`config.mk`:
```
export PLATFORM = sky130hd
export DESIGN_NAME = lsu_ctrl
export DESIGN_NICKNAME = d
export VERILOG_FILES = /design/src/rv_pkg.sv /design/src/dtcm_pkg.sv /design/src/lsu_ctrl.sv /design/src/lsu_pipe_stage.sv
export VERILOG_INCLUDE_DIRS = /design/src
export SDC_FILE = /design/constraint.sdc
export NUM_CORES = 1
export LEC_CHECK = 0
export ABC_AREA = 1
export BUFFER_PORTS_ARGS = -buffer_cell sky130_fd_sc_hd__buf_2
export CAP_MARGIN = 25
export CORE_ASPECT_RATIO = 0.9
export CORE_MARGIN = 2
export CORE_UTILIZATION = 37
export CTS_BUF_LIST = sky130_fd_sc_hd__clkbuf_8
export DETAILED_ROUTE_END_ITERATION = 10
export GPL_TIMING_DRIVEN = 0
export PLACE_DENSITY = 0.86
export RECOVER_POWER = 50
export SLEW_MARGIN = 10
export SYNTH_ARGS = -nofsm -noshare
export SYNTH_HDL_FRONTEND = slang
export SYNTH_SLANG_ARGS = --single-unit
```
`constraint.sdc`:
```
create_clock -name clk_i -period 2.04 [get_ports clk_i]
set_input_delay 0.204 -clock clk_i [delete_from_list [all_inputs] [get_ports clk_i]]
set_output_delay 0.204 -clock clk_i [all_outputs]
set_load 0.005 [all_outputs]
```
`src/lsu_consts.svh`:
```
//====================
// load/store path constants
// data width, tag width and DTCM geometry
//====================

`ifndef LSU_CONSTS_SVH
`define LSU_CONSTS_SVH

// width of an integer register and of a DTCM word
`define LSU_XLEN 32

// instruction tag carried from issue to write-back
`define LSU_ITAG_WIDTH 3

// DTCM byte address width, 4 KiB of data memory
`define LSU_DTCM_AW 12

// number of words in the DTCM
// must match LSU_DTCM_AW with the two byte offset bits removed
`define LSU_DTCM_DEPTH 1024

`endif

```
`src/rv_pkg.sv`:
```
//====================
// ISA-level types of the load/store path
// data word, tag, byte mask and access size
//====================

`default_nettype none

`include "lsu_consts.svh"

package rv_pkg;

    // one integer register or memory word
    typedef logic [`LSU_XLEN-1:0] xlen_t;

    // instruction tag returned with the write-back
    typedef logic [`LSU_ITAG_WIDTH-1:0] itag_t;

    // one write enable per byte lane of a word
    typedef logic [`LSU_XLEN/8-1:0] bmask_t;

    // access size, taken from funct3[1:0] of the load/store
    // usign (funct3[2]) travels separately
    typedef enum logic [1:0] {
        size_byte = 2'b00,
        size_half = 2'b01,
        size_word = 2'b10
    } lsu_size_e;

endpackage

`default_nettype wire

```
`src/dtcm_pkg.sv`:
```
//====================
// memory-side types of the load/store path
// DTCM address, request, command, response and tracking entry
//====================

`default_nettype none

`include "lsu_consts.svh"

package dtcm_pkg;

    // byte address inside the DTCM
    typedef logic [`LSU_DTCM_AW-1:0] dtcm_addr_t;

    // request as it arrives from the issue stage
    typedef struct packed {
        logic              read;
        logic              usign;
        rv_pkg::lsu_size_e size;
        rv_pkg::xlen_t     base;
        rv_pkg::xlen_t     offset;
        rv_pkg::xlen_t     wdata;
        rv_pkg::itag_t     itag;
    } lsu_req_t;

    // AGU output, address formed and store data on its lanes
    typedef struct packed {
        logic              read;
        logic              usign;
        rv_pkg::lsu_size_e size;
        dtcm_addr_t        addr;
        rv_pkg::xlen_t     wdata;
        rv_pkg::bmask_t    wmask;
        rv_pkg::itag_t     itag;
    } agu_cmd_t;

    // command seen by the DTCM
    typedef struct packed {
        logic           read;
        dtcm_addr_t     addr;
        rv_pkg::xlen_t  wdata;
        rv_pkg::bmask_t wmask;
    } dtcm_cmd_t;

    // write-back response
    typedef struct packed {
        rv_pkg::itag_t itag;
        logic          read;
        rv_pkg::xlen_t data;
    } lsu_rsp_t;

    // what the control unit remembers about the outstanding access
    typedef struct packed {
        rv_pkg::itag_t     itag;
        logic              read;
        logic              usign;
        rv_pkg::lsu_size_e size;
        logic [1:0]        byte_ofs;
    } lsu_track_t;

endpackage

`default_nettype wire

```
`src/lsu_ctrl.sv`:
```
//====================
// load/store control unit
// issues DTCM commands, tracks the outstanding access
// and formats load data for write-back
//====================

`timescale 1ns/1ps
`default_nettype none

`include "lsu_consts.svh"

module lsu_ctrl (
    input  logic                clk_i,
    input  logic                rst_n_i,

    // command from the AGU
    input  logic                cmd_valid_i,
    output logic                cmd_ready_o,
    input  dtcm_pkg::agu_cmd_t  cmd_i,

    // DTCM command and response
    output logic                dtcm_valid_o,
    input  logic                dtcm_ready_i,
    output dtcm_pkg::dtcm_cmd_t dtcm_cmd_o,
    input  logic                dtcm_rsp_valid_i,
    output logic                dtcm_rsp_ready_o,
    input  rv_pkg::xlen_t       dtcm_rdata_i,

    // write-back response
    output logic                rsp_valid_o,
    input  logic                rsp_ready_i,
    output dtcm_pkg::lsu_rsp_t  rsp_o
);

    dtcm_pkg::lsu_track_t trk_in;
    dtcm_pkg::lsu_track_t trk;
    logic                 trk_valid;
    logic                 trk_ready;
    logic                 trk_pop;
    logic                 ld_rsp;
    rv_pkg::xlen_t        rdata_sh;
    rv_pkg::xlen_t        ld_data;

    //====================
    // command issue
    //====================

    // only one access in flight, so a command waits until the stage has room
    assign dtcm_valid_o = cmd_valid_i & trk_ready;
    assign cmd_ready_o  = dtcm_ready_i & trk_ready;

    assign dtcm_cmd_o.read  = cmd_i.read;
    assign dtcm_cmd_o.addr  = cmd_i.addr;
    assign dtcm_cmd_o.wdata = cmd_i.wdata;
    assign dtcm_cmd_o.wmask = cmd_i.wmask;

    assign trk_in.itag     = cmd_i.itag;
    assign trk_in.read     = cmd_i.read;
    assign trk_in.usign    = cmd_i.usign;
    assign trk_in.size     = cmd_i.size;
    assign trk_in.byte_ofs = cmd_i.addr[1:0];

    // entry written on the DTCM handshake, freed on the write-back handshake
    assign trk_pop = dtcm_rsp_valid_i & rsp_ready_i;

    lsu_pipe_stage #(
        .DW($bits(dtcm_pkg::lsu_track_t))
    ) u_trk_stage (
        .clk_i     (clk_i),
        .rst_n_i   (rst_n_i),
        .i_valid_i (cmd_valid_i & dtcm_ready_i),
        .i_ready_o (trk_ready),
        .i_data_i  (trk_in),
        .o_valid_o (trk_valid),
        .o_ready_i (trk_pop),
        .o_data_o  (trk)
    );

    //====================
    // response formatting
    //====================

    assign ld_rsp   = trk_valid & trk.read;
    assign rdata_sh = dtcm_rdata_i >> {trk.byte_ofs, 3'b000};

    always_comb begin
        case (trk.size)
            rv_pkg::size_byte: begin
                ld_data = trk.usign ? {{(`LSU_XLEN-8){1'b0}}, rdata_sh[7:0]}
                                    : {{(`LSU_XLEN-8){rdata_sh[7]}}, rdata_sh[7:0]};
            end
            rv_pkg::size_half: begin
                ld_data = trk.usign ? {{(`LSU_XLEN-16){1'b0}}, rdata_sh[15:0]}
                                    : {{(`LSU_XLEN-16){rdata_sh[15]}}, rdata_sh[15:0]};
            end
            default: ld_data = rdata_sh;
        endcase
    end

    assign dtcm_rsp_ready_o = rsp_ready_i;
    assign rsp_valid_o      = dtcm_rsp_valid_i;

    assign rsp_o.itag = trk.itag;
    assign rsp_o.read = trk.read;
    // stores write back zero
    assign rsp_o.data = ld_rsp ? ld_data : '0;

endmodule

`default_nettype wire

```
`src/lsu_pipe_stage.sv`:
```
//====================
// one-entry valid/ready pipeline register
//====================

`timescale 1ns/1ps
`default_nettype none

module lsu_pipe_stage #(
    parameter int unsigned DW = 8
) (
    input  logic          clk_i,
    input  logic          rst_n_i,

    input  logic          i_valid_i,
    output logic          i_ready_o,
    input  logic [DW-1:0] i_data_i,

    output logic          o_valid_o,
    input  logic          o_ready_i,
    output logic [DW-1:0] o_data_o
);

    logic          full_q;
    logic [DW-1:0] data_q;
    logic          push;
    logic          pop;

    assign pop       = full_q & o_ready_i;
    // a full stage still takes a new entry when it drains in the same cycle
    assign i_ready_o = ~full_q | o_ready_i;
    assign push      = i_valid_i & i_ready_o;

    always_ff @(posedge clk_i or negedge rst_n_i) begin
        if (!rst_n_i) begin
            full_q <= 1'b0;
        end else if (push) begin
            full_q <= 1'b1;
        end else if (pop) begin
            full_q <= 1'b0;
        end
    end

    always_ff @(posedge clk_i) begin
        if (push) begin
            data_q <= i_data_i;
        end
    end

    assign o_valid_o = full_q;
    assign o_data_o  = data_q;

endmodule

`default_nettype wire

```
Yosys cells after proc, flatten, opt, wreduce, memory -nomap -nowiden
Index checks and enable logic that the tools add are counted.
{"block": "totals", "register_bits": 10, "input_bits": 93, "word_cells": 21}
{"block": "op_classes", "n_eq_ne": 1, "n_shift": 1, "muxes": 6, "bitwise_logic": 9, "n_reduce_logical": 2}
{"op": "$mux W32", "count": 3}
{"op": "$pmux W32 S2", "count": 1}
{"op": "$shr A32 B5 Y32", "count": 1}
{"op": "$and A1 B1 Y1", "count": 7}
{"op": "$eq A2 B1 Y1 const B", "count": 1}
{"op": "$logic_not A2 Y1", "count": 1}
{"op": "$mux W1", "count": 2}
{"op": "$reduce_bool A2 Y1", "count": 1}
{"op": "$not A1 Y1", "count": 1}
{"op": "$or A1 B1 Y1", "count": 1}

Longest topological paths before layout
{"block": "depth", "word_depth": 4, "ltp_mapped": 10}

Hierarchy
Synthesis repeated with hierarchy kept, for this count alone.
{"block": "hier_totals", "hier_cells": 281, "area_unflattened_um2": 1800.5}
{"mod": "lsu_ctrl", "instances": 1, "cells_each": 266, "area_per_inst_um2": 1485.2, "seq_area_each_um2": 0.0}
{"mod": "lsu_pipe_stage", "instances": 1, "cells_each": 15, "area_per_inst_um2": 315.3, "seq_area_each_um2": 295.3}

Worst setup path before layout
No wires, ideal clock.
{"block": "synth_path", "path_kind": "reg2reg", "from": "register u_trk_stage.full_q, in the netlist u_trk_stage.o_valid_o", "to": "register u_trk_stage.data_q[0], in the netlist u_trk_stage.o_data_o[0] (enable)", "t_arrival_ns": 1.145, "required_time_ns": 1.653, "path_slack_ns": 0.508, "stages_incl_launch_ff": 4, "period_less_slack_ns": 1.532, "cell_sequence": "dfrtp_1 -> nand2_1 -> inv_1 -> nor3_1"}
{"block": "synth_via", "elab_chain_cells": 3}
{"element": "start, declared", "line": "lsu_pipe_stage.sv:23", "text": "logic full_q;"}
{"element": "start signal, assigned", "line": "lsu_pipe_stage.sv:35", "text": "full_q <= 1'b0;"}
{"element": "start signal, assigned", "line": "lsu_pipe_stage.sv:37", "text": "full_q <= 1'b1;"}
{"element": "start signal, assigned", "line": "lsu_pipe_stage.sv:39", "text": "full_q <= 1'b0;"}
{"element": "$not A1 Y1", "line": "lsu_pipe_stage.sv:30", "text": "assign i_ready_o = ~full_q | o_ready_i;"}
{"element": "$or A1 B1 Y1", "line": "lsu_pipe_stage.sv:30"}
{"element": "$and A1 B1 Y1", "line": "lsu_pipe_stage.sv:31", "text": "assign push = i_valid_i & i_ready_o;"}
{"element": "net u_trk_stage.push", "line": "lsu_pipe_stage.sv:25", "text": "logic push;"}
{"element": "end signal, assigned", "line": "lsu_pipe_stage.sv:45", "text": "data_q <= i_data_i;"}
{"element": "end, declared", "line": "lsu_pipe_stage.sv:24", "text": "logic [DW-1:0] data_q;"}
The timed path passes the listed nets, and every way through them passes these cells.
A chain may end at the register's enable or synchronous reset.

==> results by group <==
Routing
  – Iteration count of the initial detailed-routing pass: 4
  – Via count: 2,204
  – Drc violations: 0
  – First DRT Iteration DRCs: between 70 and 80
  – Detailed Route WL: 5580 um
  – Post-DRT Antenna Nets: 0
  – Drt wl/cell: ~11 um
  – Post-DR vias/cell: between 4 and 5

Synth
  – Avg Cell Area, Syn: 6.45 um2
  – Cells after synthesis: between 200 and 300
  – Syn Std Cell Area: 0.00181 mm2
  – Post-synthesis adder-cell area fraction: 0%
  – Primary FF master, synth: edfxtp_1
  – Leading area contributor after synthesis: buf_4
  – Yosys top cell area share: 24.4%
  – Syn. warnings: 0
  – Top post-synthesis cells by area: buf_4 24%, nand2_1 18%, edfxtp_1 15%, a21oi_1 6.6%, nand3_1 6.6%
  – Sequential share of the synthesized area: 16.3%
  – EDFF count, synth: 9
  – Xor/xnor cell area share of the yosys netlist: 0%
  – Compound-Gate Fraction of Synth Area: 12.2%
  – Seq cells post-synth: 10
  – Post-Syn Nets: 374
  – Cell variety after synth: 25
  – Largest family of logic cells by synthesized area: buffers and inverters
  – Post-synthesis mux area share: 0%
  – Ys async rst share: 10.0%
  – Synth Area in Simple Gates: between 30% and 40%

GRT
  – Global routing usage on met3: under 10%
  – First-pass GRT wire length: 8910 um
  – GR peak layer: met2
  – Largest net degree at the start of global routing: 11
  – Met2 GRT Util: 38.6%
  – Met1 Usage GRT: between 20 and 25%
  – Vias in the first global route: ~2,100
  – Global Route Usage Sum: about 20%
  – Gr ovfl total: 0
  – Initial antenna violation count: 0

Flow run
  – Max-cap check violation count: 0

Clock network
  – Worst skew pair latency: 0.24 ns
  – CTS Buf Count: 3
  – Num Clock Sinks: 10
  – Max clock buf depth: 2
  – Worst-path clk slew: around 0.040 ns
  – Root Driver: clkbuf_8
  – H-tree depth: 1
  – CTS tree: yes
  – Post-cts sizing count: 0

STA
  – Final Worst Setup Slack: ~0.17 ns
  – Final Hold Fails: 0
  – Max Clk Rate: 536 MHz
  – Fin crit period: 1.87 ns
  – Setup TNS Final: 0 ns
  – Final Cycle Share: 91.5%
  – Slew HR: 66.4%
  – Count of final max-slew check failures: 0
  – Finish-stage setup viols: 0
  – Final Skew: slightly above 0.005 ns
  – Slew @ Worst Pin: ~0.50 ns
  – RSZ-0062 raised after global routing: false
  – WHS: 0.141 ns

Placement
  – Routability cong.: 0.840
  – # placed instances: 481
  – DP Worst Slack: 0.310 ns
  – Detailed Place HPWL: 4800 um
  – Port buffer count: 135

Final layout
  – Area grow syn2layout: 45.0%
  – Most frequent cells in the layout: 136 x buf_2, 88 x nand2_1, 43 x clkbuf_4
  – Commonest non-fill, non-tap cell in the layout: buf_2
  – Fillers: slightly below 500
  – Nets: 516
  – Ratio of cells with drive above 1 in the final layout: 56.2%
  – Layout Cells excl Fill: ~500
  – Antenna diodes: 0

Power and ir drop
  – P per Cell Area: between 300 and 400 mW/mm2
  – Design Power: around 870 uW
  – Pleak: 0.00159 uW
  – VDD IR-drop max: 0.539 mV

Worst setup path
  – Register-to-register setup slack: 0.57 ns
  – RR Endpoint: u_trk_stage.o_data_o[6]
  – Worst-path fanout max: 10
  – Required @ worst endpoint: around 1.8 ns
  – Reg2Reg Depth: 4
  – CP Launch Type: register
  – Reg-to-Reg Start: u_trk_stage.o_valid_o
  – Crit Path Class: reg -> out
  – Worst EP arrival: 1.66 ns
  – CP startpoint: u_trk_stage.o_data_o[0]
  – CP Capture Type: primary output
  – Crit path to: rsp_o[22]

Die
  – Die Width: 77.8 um
  – Row count: 24
  – Die H: roughly 70 um
  – Initial Utilization: 37.9%
  – Ports: 182
  – Die area: 0.00547 mm2
  – Core Region: between 0.004 and 0.005 mm2

Hold path
  – Min-Delay Path Class: in -> reg
  – Hold depth: 1

Status
  – Run status: complete, no violations
[cell usage after synthesis, types with 2 or more instances]
master	count
buf_2	2
buf_4	59
clkbuf_1	5
edfxtp_1	9
nand3_2	3
nand3_1	24
nand2_2	12
nor2_1	4
inv_2	11
a21oi_1	24
a31oi_1	7
nand2_1	88
nand3_4	2
inv_1	10
o21bai_1	7
buf_6	5
[where the power goes]
group / total [uW] / switching, uW / internal (uW)
Clock: 201 / 69.8 / 131
Sequential: 240 / 4.20 / 236
Combinational: 434 / 207 / 227
Total: 875 / 280 / 594
[logic make-up (layout without fill, tap and decap cells)]
logic type	Yosys count	count (layout)
and+or+nand+nor	136	136
buffers and inverters	96	237
DFF	10	10
AOI/OAI and AO/OA	39	39
[registers in the layout (all words and copies together), names as in the netlist]
name / flops
u_trk_stage.o_data_o: 9
u_trk_stage.o_valid_o: 1
[critical path, stage by stage (launching register included)]
cell	delay (ns)
edfxtp_1	0.37
buf_6	0.15
inv_6	0.06
buf_8	0.12
buf_6	0.13
nand2_1	0.05
nand2_1	0.09
nand2_1	0.06
a21oi_1	0.18
nand2_2	0.07
inv_2	0.04
buf_2	0.09
[per-stage QoR]
| step | util (%) | cell area, um2 |
|---|---|---|
| after floorplan | - | 1810 |
| after global placement | 53.8 | 2570 |
| after detailed placement | 53.8 | 2570 |
| after CTS | 55.0 | 2620 |
| after global routing | 55.0 | 2630 |
| final | 55.0 | 2630 |
[worst min-delay path by stage]
stage,startpoint,slack [ns],end
global placement,rst_n_i,-0.02,u_trk_stage.o_valid_o
detailed placement,rst_n_i,-0.02,u_trk_stage.o_valid_o
global route,cmd_i[1],0.13,u_trk_stage.o_data_o[7]
finish,cmd_i[53],0.14,u_trk_stage.o_data_o[4]
CTS,cmd_i[53],0.13,u_trk_stage.o_data_o[4]
floorplan,rst_n_i,-0.09,u_trk_stage.o_valid_o
[layer usage]
layer	share of wire, %	wire, um
met3	11	637
met1	35	1930
met5	0	0
met4	1.4	80
met2	52	2930
[timing repair]
action,CTS,global route
setup buffers,0,0
endpoints found under the hold margin,1,0
hold buffers,1,0
[area by class of cell]
cell class / count / area [um2] / area share [%]
well taps: 65 / 81.3 / 3.10
plain buffers: 73 / 563 / 21.4
repair buffers: 137 / 688 / 26.2
multi-input cells: 175 / 855 / 32.5
clock buffers: 3 / 41.3 / 1.57
flip-flops and latches: 10 / 295 / 11.2
inverters: 23 / 98.8 / 3.76
clock inverters: 1 / 3.75 / 0.143
(Power assumes the default switching activity.)
