### src/lsu_consts.svh
//====================
// load/store path constants
// data width, tag width and DTCM geometry
//====================

`ifndef LSU_CONSTS_SVH
`define LSU_CONSTS_SVH

// width of an integer register and of a DTCM word
`define LSU_XLEN 32

// instruction tag carried from issue to write-back
`define LSU_ITAG_WIDTH 3

// DTCM byte address width, 4 KiB of data memory
`define LSU_DTCM_AW 12

// number of words in the DTCM
// must match LSU_DTCM_AW with the two byte offset bits removed
`define LSU_DTCM_DEPTH 1024

`endif

### src/rv_pkg.sv
//====================
// ISA-level types of the load/store path
// data word, tag, byte mask and access size
//====================

`default_nettype none

`include "lsu_consts.svh"

package rv_pkg;

    // one integer register or memory word
    typedef logic [`LSU_XLEN-1:0] xlen_t;

    // instruction tag returned with the write-back
    typedef logic [`LSU_ITAG_WIDTH-1:0] itag_t;

    // one write enable per byte lane of a word
    typedef logic [`LSU_XLEN/8-1:0] bmask_t;

    // access size, taken from funct3[1:0] of the load/store
    // usign (funct3[2]) travels separately
    typedef enum logic [1:0] {
        size_byte = 2'b00,
        size_half = 2'b01,
        size_word = 2'b10
    } lsu_size_e;

endpackage

`default_nettype wire

### src/dtcm_pkg.sv
//====================
// memory-side types of the load/store path
// DTCM address, request, command, response and tracking entry
//====================

`default_nettype none

`include "lsu_consts.svh"

package dtcm_pkg;

    // byte address inside the DTCM
    typedef logic [`LSU_DTCM_AW-1:0] dtcm_addr_t;

    // request as it arrives from the issue stage
    typedef struct packed {
        logic              read;
        logic              usign;
        rv_pkg::lsu_size_e size;
        rv_pkg::xlen_t     base;
        rv_pkg::xlen_t     offset;
        rv_pkg::xlen_t     wdata;
        rv_pkg::itag_t     itag;
    } lsu_req_t;

    // AGU output, address formed and store data on its lanes
    typedef struct packed {
        logic              read;
        logic              usign;
        rv_pkg::lsu_size_e size;
        dtcm_addr_t        addr;
        rv_pkg::xlen_t     wdata;
        rv_pkg::bmask_t    wmask;
        rv_pkg::itag_t     itag;
    } agu_cmd_t;

    // command seen by the DTCM
    typedef struct packed {
        logic           read;
        dtcm_addr_t     addr;
        rv_pkg::xlen_t  wdata;
        rv_pkg::bmask_t wmask;
    } dtcm_cmd_t;

    // write-back response
    typedef struct packed {
        rv_pkg::itag_t itag;
        logic          read;
        rv_pkg::xlen_t data;
    } lsu_rsp_t;

    // what the control unit remembers about the outstanding access
    typedef struct packed {
        rv_pkg::itag_t     itag;
        logic              read;
        logic              usign;
        rv_pkg::lsu_size_e size;
        logic [1:0]        byte_ofs;
    } lsu_track_t;

endpackage

`default_nettype wire

### src/lsu_agu.sv
//====================
// address generation unit
// byte address, store lane placement and write mask
//====================

`timescale 1ns/1ps
`default_nettype none

module lsu_agu (
    // request from the issue stage
    input  logic               req_valid_i,
    output logic               req_ready_o,
    input  dtcm_pkg::lsu_req_t req_i,

    // command towards the control unit
    output logic               cmd_valid_o,
    input  logic               cmd_ready_i,
    output dtcm_pkg::agu_cmd_t cmd_o
);

    rv_pkg::xlen_t        addr_sum;
    dtcm_pkg::dtcm_addr_t addr;
    logic [1:0]           byte_ofs;
    rv_pkg::bmask_t       size_mask;

    // no state here, the handshake passes straight through
    assign cmd_valid_o = req_valid_i;
    assign req_ready_o = cmd_ready_i;

    // full add, then keep the bits the DTCM decodes
    assign addr_sum = req_i.base + req_i.offset;
    assign addr     = dtcm_pkg::dtcm_addr_t'(addr_sum);
    assign byte_ofs = addr[1:0];

    // lanes covered by the access before the offset is applied
    always_comb begin
        case (req_i.size)
            rv_pkg::size_byte: size_mask = 4'b0001;
            rv_pkg::size_half: size_mask = 4'b0011;
            rv_pkg::size_word: size_mask = 4'b1111;
            default:           size_mask = 4'b0000;
        endcase
    end

    always_comb begin
        cmd_o.read  = req_i.read;
        cmd_o.usign = req_i.usign;
        cmd_o.size  = req_i.size;
        cmd_o.addr  = addr;
        cmd_o.itag  = req_i.itag;
        // store data moves up to the addressed lane
        cmd_o.wdata = req_i.wdata << {byte_ofs, 3'b000};
        // loads never write
        cmd_o.wmask = req_i.read ? '0 : (size_mask << byte_ofs);
    end

endmodule

`default_nettype wire

### config.mk
export PLATFORM = sky130hd
export DESIGN_NAME = lsu_agu
export DESIGN_NICKNAME = d
export VERILOG_FILES = /design/src/rv_pkg.sv /design/src/dtcm_pkg.sv /design/src/lsu_agu.sv
export VERILOG_INCLUDE_DIRS = /design/src
export SDC_FILE = /design/constraint.sdc
export NUM_CORES = 1
export LEC_CHECK = 0
export BUFFER_PORTS_ARGS = -buffer_cell sky130_fd_sc_hd__clkbuf_2
export CAP_MARGIN = 10
export CORE_MARGIN = 2
export CORE_UTILIZATION = 25
export DETAILED_ROUTE_END_ITERATION = 7
export MAX_ROUTING_LAYER = met4
export PLACE_DENSITY = 0.7
export SLEW_MARGIN = 20
export SYNTH_ARGS = -nofsm -noshare
export SYNTH_HDL_FRONTEND = slang
export SYNTH_SLANG_ARGS = --single-unit
### constraint.sdc
create_clock -name vclk -period 2.3
set_input_delay 0.46 -clock vclk [all_inputs]
set_output_delay 0.46 -clock vclk [all_outputs]
set_load 0.01 [all_outputs]
Word-level counts from Yosys, hierarchy flattened --
Cells that the tools add are included.
Word-level totals: flip-flop bits (word level) 0, bits of input ports 105, output and inout port bits 57, word-level logic and storage cells 8
Cells by class: add/sub/neg operators 1, equal/unequal tests 2, shift operators 2, multiplexer cells 2, reductions and logical operators 1
Operator list (count):
- $shl A32 B5 Y32 | 1
- $add A12 B12 Y12 | 1
- $pmux W4 S3 | 1
- $mux W4 | 1
- $shl A4 B2 Y4 | 1
- $eq A2 B1 Y1 const B | 1
- $eq A2 B2 Y1 const B | 1
- $logic_not A2 Y1 | 1

Logic depth before layout (Yosys ltp) --
Gate-level depths: netlist of the first run.
depth after elaboration 4, mapped depth 8, depth with buffers taken out 8

Least setup slack after synthesis of the first run --
Ideal clock, no wire load.
path type input to output, start point input port req_i[35] in the netlist's numbering, end point output port cmd_o[23] in the netlist's numbering, arrival 1932 ps, data required time 1840 ps, path slack -92 ps, stages 6, buffers on the path 1, path through ha_1 -> inv_1 -> fa_1 -> clkinv_1 -> clkbuf_1 -> o21ai_0
RTL lines:
- start: declaration | line lsu_agu.sv:13 | input dtcm_pkg::lsu_req_t req_i,
- end: declaration | line lsu_agu.sv:18 | output dtcm_pkg::agu_cmd_t cmd_o

==> results of run 1 <==
layout make-up:
class	count	area [um^2]
fillers	392	2011
inverters	6	27.53
multi-input cells	144	1478
well taps	54	67.56
repair buffers	143	1046
kinds of logic after synthesis:
group                      count (synthesis)
and+or+nand+nor                           55
AOI/OAI and AO/OA                         47
xor gates and xnor gates                  10
buffers and inverters                     22
adders and majority gates                 14
muxes                                     18
power groups by stage:
stage / clock network (mW) / logic [mW] / registers, mW
global route: 0 / 1.07 / 0
finish: 0 / 1.01 / 0
CTS: 0 / 0.832 / 0
global placement: 0 / 0.690 / 0
detailed placement: 0 / 0.699 / 0
floorplan: 0 / 0.421 / 0
path summary, 6_finish.rpt:
kind	start	slack, ns	endpoint
hold / removal	cmd_ready_i	0.92	req_ready_o
setup / recovery	req_i[35]	-0.29	cmd_o[49]
cell usage after synthesis, types with 5 or more instances:
cell	n
mux2i_1	17
nor2b_1	10
buf_4	9
xnor2_1	7
o21ai_0	10
nand2_1	9
and2_1	9
a21oi_1	16
clkbuf_1	5
ha_1	13
inv_1	5
a211oi_1	8
nor2_1	19
timing repair:
item | in CTS | in global routing
setup endpoints to repair | 40 | 43
gates resized for setup | 43 | 108
setup buffers | 4 | 4
pin swaps | 24 | 27
gates cloned | 2 | 0
per-layer routing:
layer	routed length (um)	vias up	global-route usage, %
li1	-	838	-
met1	1966	815	16.97
met2	2689	88	27.78
met3	360	8	1.796
met4	60	0	0.4115
met5	0	-	-
==> impl_metrics.yaml, run 1 <==
detailed_routing:
  antenna_left: 0
  first_iter_violations: 40
  vias_per_cell: 5.040
  vias: 1749
  routed_wl_mm: 5.077
  drc_errors: 0
  wl_per_cell_um: 14.63
  drt_pass1_iterations: 4
synthesis:
  synth.top_cell.area_share_pct: 14.41
  synth.area.mux_share_pct: 15.36
  ys_types: 34
  synth_compound_area_share_pct: 27.97
  synthCells: 166
  synth_area_leader_cell: "mux2i_1"
  synth_nets: 285
  ys_seq_area_share_pct: 0
  synth_area_um2: 1181
  ys_warn_count: 0
  yosys.area_share.simple_pct: 23.73
  ys_top_cells_by_area: "mux2i_1, ha_1, a21oi_1"
  synth_xor_area_share_pct: 7.415
  syn_area_per_cell_um2: 7.115
  synth_top_family_by_area: "compound AO/OA/AOI/OAI gates"
  synth_adder_area_share_pct: 15.47
place:
  dpl-instance-area_um2: 1999
  dp_slack_ns: -0.3784
  port_buffers: 110
  gp_congestion: 0.7846
  dp_cells: 337
  hpwlAfterDp_mm: 3.315
sta:
  setup_viol: 35
  finalWorstSetupSlack_ns: -0.2868
  max_slew.worst_pin.slew_ns: 0.4190
  slew_viol_final: 0
  fmax_ghz: 0.3866
  tns_ns: -3.517
  whs_ns: 0.9200
  grt_setup_unrepaired: "true"
  fin_crit_ns: 2.587
  hold_viol: 0
  relSlewSlack_pct: 71.27
  period_share_pct: 112.5
setup_path:
  cp.required_ns: 1.84
  crit_arrival_ns: 2.13
  crit_cells: 10
  worstPathMaxFanout: 3
  crit_chain: "buf_6 -> ha_4 -> inv_2 -> fa_2 -> nor2b_2 -> o31a_1 -> a2111o_1 -> a21oi_2 -> xnor2_2 -> buf_2"
  start_kind: "primary input"
  end_kind: "output pin"
  critPathTopFamily: "compound AO/OA/AOI/OAI gates"
  cpMaxStageDelayCell: "a2111o_1"
  worstSetupPathType: "in -> out"
  worst_path_largest_cell_delay_ns: 0.39
  critPathBufInv: 3
final_layout:
  area_delta_synth_final_pct: 121.7
  final_common_cell: "clkbuf_2"
  nFlopsAndLatches: 0
  final_cell_mix: "clkbuf_2, buf_6, buf_4, buf_2, mux2i_1"
  regArea_um2: 0
  final_nets: 414
  final_cells: 347
  drive_gt1_share_pct: 74.06
  fin_area_um2: 2619
  postLayoutCoreUtil_pct: 56.57
  num_antenna_cells: 0
  nClkBuffers: 0
pwr:
  finalPower_mw: 1.006
  powerDensity_nw_per_um2: 384.2
  ir_drop_uv: 150.1
  sw_frac_of_total_pct: 48.20
  seq_power_share_pct: 0
  p_sw_uw: 484.9
  p_int_uw: 521.1
  p_leak_nw: 1.276
  clkPwrFrac_pct: 0
  combPwrFrac_pct: 100.0
global_routing:
  gr-usage-all-layers_pct: 14.52
  antenna_found_initial: 0
  grt_pass1_vias: 1454
  grt_overflow: 0
  grt_pass1_wl_mm: 6.306
  grt_max_degree: 10
floorplanning:
  num_rows: 25
  start_util_pct: 25.51
  core_um2: 4629
  die_area_um2: 5290
  dieWidth_um: 72.74
  num_io_pins: 162
  die_h_um: 72.74
outcome:
  status: "complete, but fails checks"
  violations: "negative setup slack"
worst_hold_path:
  hold_depth: 0
  hold_path.class: "in -> out"
job:
  cap_violations: 0
clocking:
  holdBufCountCts: 0
Power figures use the tool's default switching activity.
==> run 2: changes to the inputs <==
- SETUP_SLACK_MARGIN: default -> 0.5
==> impl_metrics.yaml, run 2 (synthesis results as in run 1) <==
outcome:
  status: "complete, but fails checks"
  violations: "negative setup slack"
final_layout:
  nFlopsAndLatches: 0
  final_nets: 427
  regArea_um2: 0
  num_antenna_cells: 0
  nClkBuffers: 0
  drive_gt1_share_pct: 78.43
  area_delta_synth_final_pct: 154.6
  final_cell_mix: "clkbuf_2, buf_6, buf_4, buf_2, mux2i_1"
  final_common_cell: "clkbuf_2"
sta:
  finalWorstSetupSlack_ns: -0.3165
  fmax_ghz: 0.3822
  grt_setup_unrepaired: "true"
  slew_viol_final: 0
  whs_ns: 0.9200
  relSlewSlack_pct: 72.84
  setup_viol: 36
  max_slew.worst_pin.slew_ns: 0.3960
  fin_crit_ns: 2.617
  hold_viol: 0
  period_share_pct: 113.8
global_routing:
  grt_max_degree: 18
  grt_pass1_wl_mm: 6.913
  grt_pass1_vias: 1641
  grt_overflow: 0
  gr-usage-all-layers_pct: 15.71
  antenna_found_initial: 0
floorplanning:
  dieWidth_um: 72.74
  num_io_pins: 162
  core_um2: 4629
  die_h_um: 72.74
  num_rows: 25
  start_util_pct: 25.51
  die_area_um2: 5290
setup_path:
  critPathTopFamily: "compound AO/OA/AOI/OAI gates"
  worstPathMaxFanout: 3
  cpMaxStageDelayCell: "a2111o_1"
  worst_path_largest_cell_delay_ns: 0.43
  end_kind: "output pin"
  critPathBufInv: 3
  worstSetupPathType: "in -> out"
  crit_chain: "buf_6 -> ha_4 -> inv_2 -> fa_2 -> nor2b_2 -> o31a_1 -> a2111o_1 -> a21oi_2 -> xnor2_2 -> buf_2"
  start_kind: "primary input"
  crit_arrival_ns: 2.16
  cp.required_ns: 1.84
detailed_routing:
  routed_wl_mm: 5.084
  vias_per_cell: 4.922
  wl_per_cell_um: 14.12
  first_iter_violations: 75
  drt_pass1_iterations: 4
  drc_errors: 0
  antenna_left: 0
  vias: 1772
job:
  cap_violations: 0
place:
  dp_slack_ns: -0.2812
  port_buffers: 110
  gp_congestion: 0.7421
  hpwlAfterDp_mm: 3.513
worst_hold_path:
  hp-start: "req_i[0]"
  hold_depth: 0
  min_delay_worst_endpoint: "cmd_o[0]"
  hold_path.class: "in -> out"
pwr:
  p_leak_nw: 1.408
  powerDensity_nw_per_um2: 397.0
  finalPower_mw: 1.194
  ir_drop_uv: 171.5
clocking:
  holdBufCountCts: 0
==> run 2: cell count changes in the layout (fill, tap and decap cells not counted), moves of 6 or more <==
cell,previous run,this run
o21ai_4,0,7
buf_6,28,42
buf_12,3,9
clkbuf_2,68,62
o21ai_2,7,1
==> run 2: worst max path at each step <==
stage / from / to / depth (start not counted)
3_5_place_dp: req_i[35] / cmd_o[47] / 10
4_1_cts: req_i[35] / cmd_o[49] / 10
2_1_floorplan: req_i[35] / cmd_o[47] / 8
5_1_grt: req_i[35] / cmd_o[49] / 10
3_3_place_gp: req_i[35] / cmd_o[49] / 10
6_report: req_i[35] / cmd_o[49] / 10
==> run 2: repair_timing <==
action                                  CTS  global route
resized for setup                        26           104
endpoints found under the setup margin   47            47
cloned                                    1             0
pin swaps                                11            20
buffers inserted                          6             9
==> run 2: layout make-up <==
class | count | area [um^2]
Multi-Input combinational cell | 144 | 1628
Fill cell | 357 | 1623
Timing Repair Buffer | 156 | 1284
Tap cell | 54 | 67.56
Inverter | 6 | 27.53
==> run 2: through the flow <==
step | setup TNS [ns] | util, % | area [um^2] | cells
after CTS | -4.608 | 56.00 | 2592 | 351
after global routing | -7.167 | 64.95 | 3007 | 360
after global placement | -3.138 | 51.57 | 2387 | 344
after detailed placement | -3.353 | 51.57 | 2387 | 344
final | -5.000 | 64.95 | 3007 | 360
after floorplan | 0 | - | 1683 | 166
==> run 2: layer usage <==
metal | global-route usage (%) | up-vias | part of all wire [%]
met5 | - | - | 0
met4 | 0 | 0 | 0
met3 | 2.072 | 0 | 7.5
met2 | 31.31 | 81 | 55
met1 | 17.43 | 830 | 37
li1 | - | 861 | -
==> run 2: power by group <==
group / internal [mW] / switching (mW) / total, mW
Combinational: 0.657 / 0.536 / 1.19
Sequential: 0 / 0 / 0
Clock: 0 / 0 / 0
Total: 0.657 / 0.536 / 1.19
==> run 3: changes to the inputs <==
- BUFFER_PORTS_ARGS: -buffer_cell sky130_fd_sc_hd__clkbuf_2 -> default
- DONT_BUFFER_PORTS: default -> 1
- PLACE_DENSITY: 0.7 -> default
==> impl_metrics.yaml, run 3 (synthesis results as in run 1) <==
outcome:
  status: "complete, but fails checks"
  violations: "negative setup slack"
final_layout:
  nClkBuffers: 0
  postLayoutCoreUtil_pct: 50.81
  num_antenna_cells: 0
  nFlopsAndLatches: 0
  fillers: 423
  final_common_cell: "buf_4"
  final_cells: 243
  final_cell_mix: "buf_4, mux2i_1, nor2_4"
  drive_gt1_share_pct: 69.31
  final_nets: 310
  regArea_um2: 0
  area_delta_synth_final_pct: 99.15
floorplanning:
  dieWidth_um: 72.74
  start_util_pct: 25.51
  num_rows: 25
  num_io_pins: 162
  die_area_um2: 5290
  core_um2: 4629
  die_h_um: 72.74
place:
  gp_congestion: 0.6940
  hpwlAfterDp_mm: 2.803
  port_buffers: 0
  dp_slack_ns: -0.07293
  dp_cells: 223
job:
  cap_violations: 0
pwr:
  powerDensity_nw_per_um2: 415.3
  combPwrFrac_pct: 100.0
  p_int_uw: 501.3
  sw_frac_of_total_pct: 48.69
  p_leak_nw: 0.8998
  clkPwrFrac_pct: 0
  p_sw_uw: 475.7
  finalPower_uw: 976.9
  seq_power_share_pct: 0
  ir_drop_uv: 131.3
worst_hold_path:
  hold_depth: 0
  min_delay_worst_endpoint: "cmd_o[53]"
  hold_path.class: "in -> out"
  hp-start: "req_i[101]"
sta:
  grt_setup_unrepaired: "true"
  finalWorstSetupSlack_ns: -0.09957
  setup_viol: 10
  period_share_pct: 104.3
  hold_viol: 0
  slew_viol_final: 0
  relSlewSlack_pct: 66.15
  max_slew.worst_pin.slew_ns: 0.4936
  fin_crit_ns: 2.400
  tns_ns: -0.3492
  fmax_ghz: 0.4167
detailed_routing:
  vias_per_cell: 5.490
  first_iter_violations: 23
  routed_wl_mm: 4.013
  wl_per_cell_um: 16.51
  drc_errors: 0
  vias: 1334
  antenna_left: 0
  drt_pass1_iterations: 4
global_routing:
  grt_pass1_vias: 1307
  gr-usage-all-layers_pct: 13.89
  grt_overflow: 0
  antenna_found_initial: 0
  grt_max_degree: 20
  grt_pass1_wl_mm: 5.892
setup_path:
  end_kind: "output pin"
  crit_arrival_ns: 1.94
  worstPathMaxFanout: 3
  start_kind: "primary input"
  worstSetupPathType: "in -> out"
  crit_path_start: "req_i[35]"
  cp.required_ns: 1.84
clocking:
  holdBufCountCts: 0
-- run 3: cell count changes in the layout (fill, tap and decap cells not counted), sizes merged --
cell	delta
clkbuf	-62
buf	-55
-- run 3: power by group through the flow --
stage	sequential, mW	combinational [mW]	clock, mW
5_1_grt	0	1.04	0
2_1_floorplan	0	0.596	0
4_1_cts	0	0.928	0
6_report	0	0.977	0
3_3_place_gp	0	0.661	0
3_5_place_dp	0	0.664	0
-- run 3: cell type report --
cell class	instances	area [um^2]	share of cell area, %
timing repair buffer	39	498.0	21.17
inverter	6	27.53	1.170
multi-input combinational	144	1759	74.79
tap	54	67.56	2.872
-- run 3: critical path: stages --
cell	delay, ns
ha_4	0.14
inv_2	0.05
fa_2	0.22
nor2b_4	0.05
o31a_1	0.29
o21a_1	0.20
o41a_1	0.34
xor2_2	0.19
-- run 3: timing repair --
action / in CTS / in global routing
endpoints found under the hold margin: 0 / 0
gates resized for setup: 53 / 14
pin swaps: 21 / 10
buffers inserted: 12 / 5
cloned: 3 / 0
setup endpoints to repair: 47 / 47
-- run 3: how the worst max path moves through the flow --
stage,depth (start not counted),to,slack [ns]
2_1_floorplan,8,cmd_o[47],0.01
3_3_place_gp,8,cmd_o[47],-0.08
3_5_place_dp,8,cmd_o[49],-0.07
4_1_cts,8,cmd_o[47],-0.07
5_1_grt,8,cmd_o[47],-0.16
6_report,8,cmd_o[47],-0.1
-- run 3: per-stage QoR --
stage,hold WS (ns),cell area (um^2)
global placement,0.9201,1742
detailed placement,0.9201,1742
floorplan,0.9468,1683
CTS,0.9201,2243
finish,0.9200,2352
global route,0.9201,2352
-- run 3: per-layer routing --
| layer | part of all wire [%] | track usage, % | up-vias |
|---|---|---|---|
| li1 | - | - | 625 |
| met1 | 38 | 16.81 | 625 |
| met2 | 52 | 25.35 | 82 |
| met3 | 9.6 | 2.348 | 2 |
| met4 | 0.35 | 0.6173 | 0 |
| met5 | 0 | - | - |
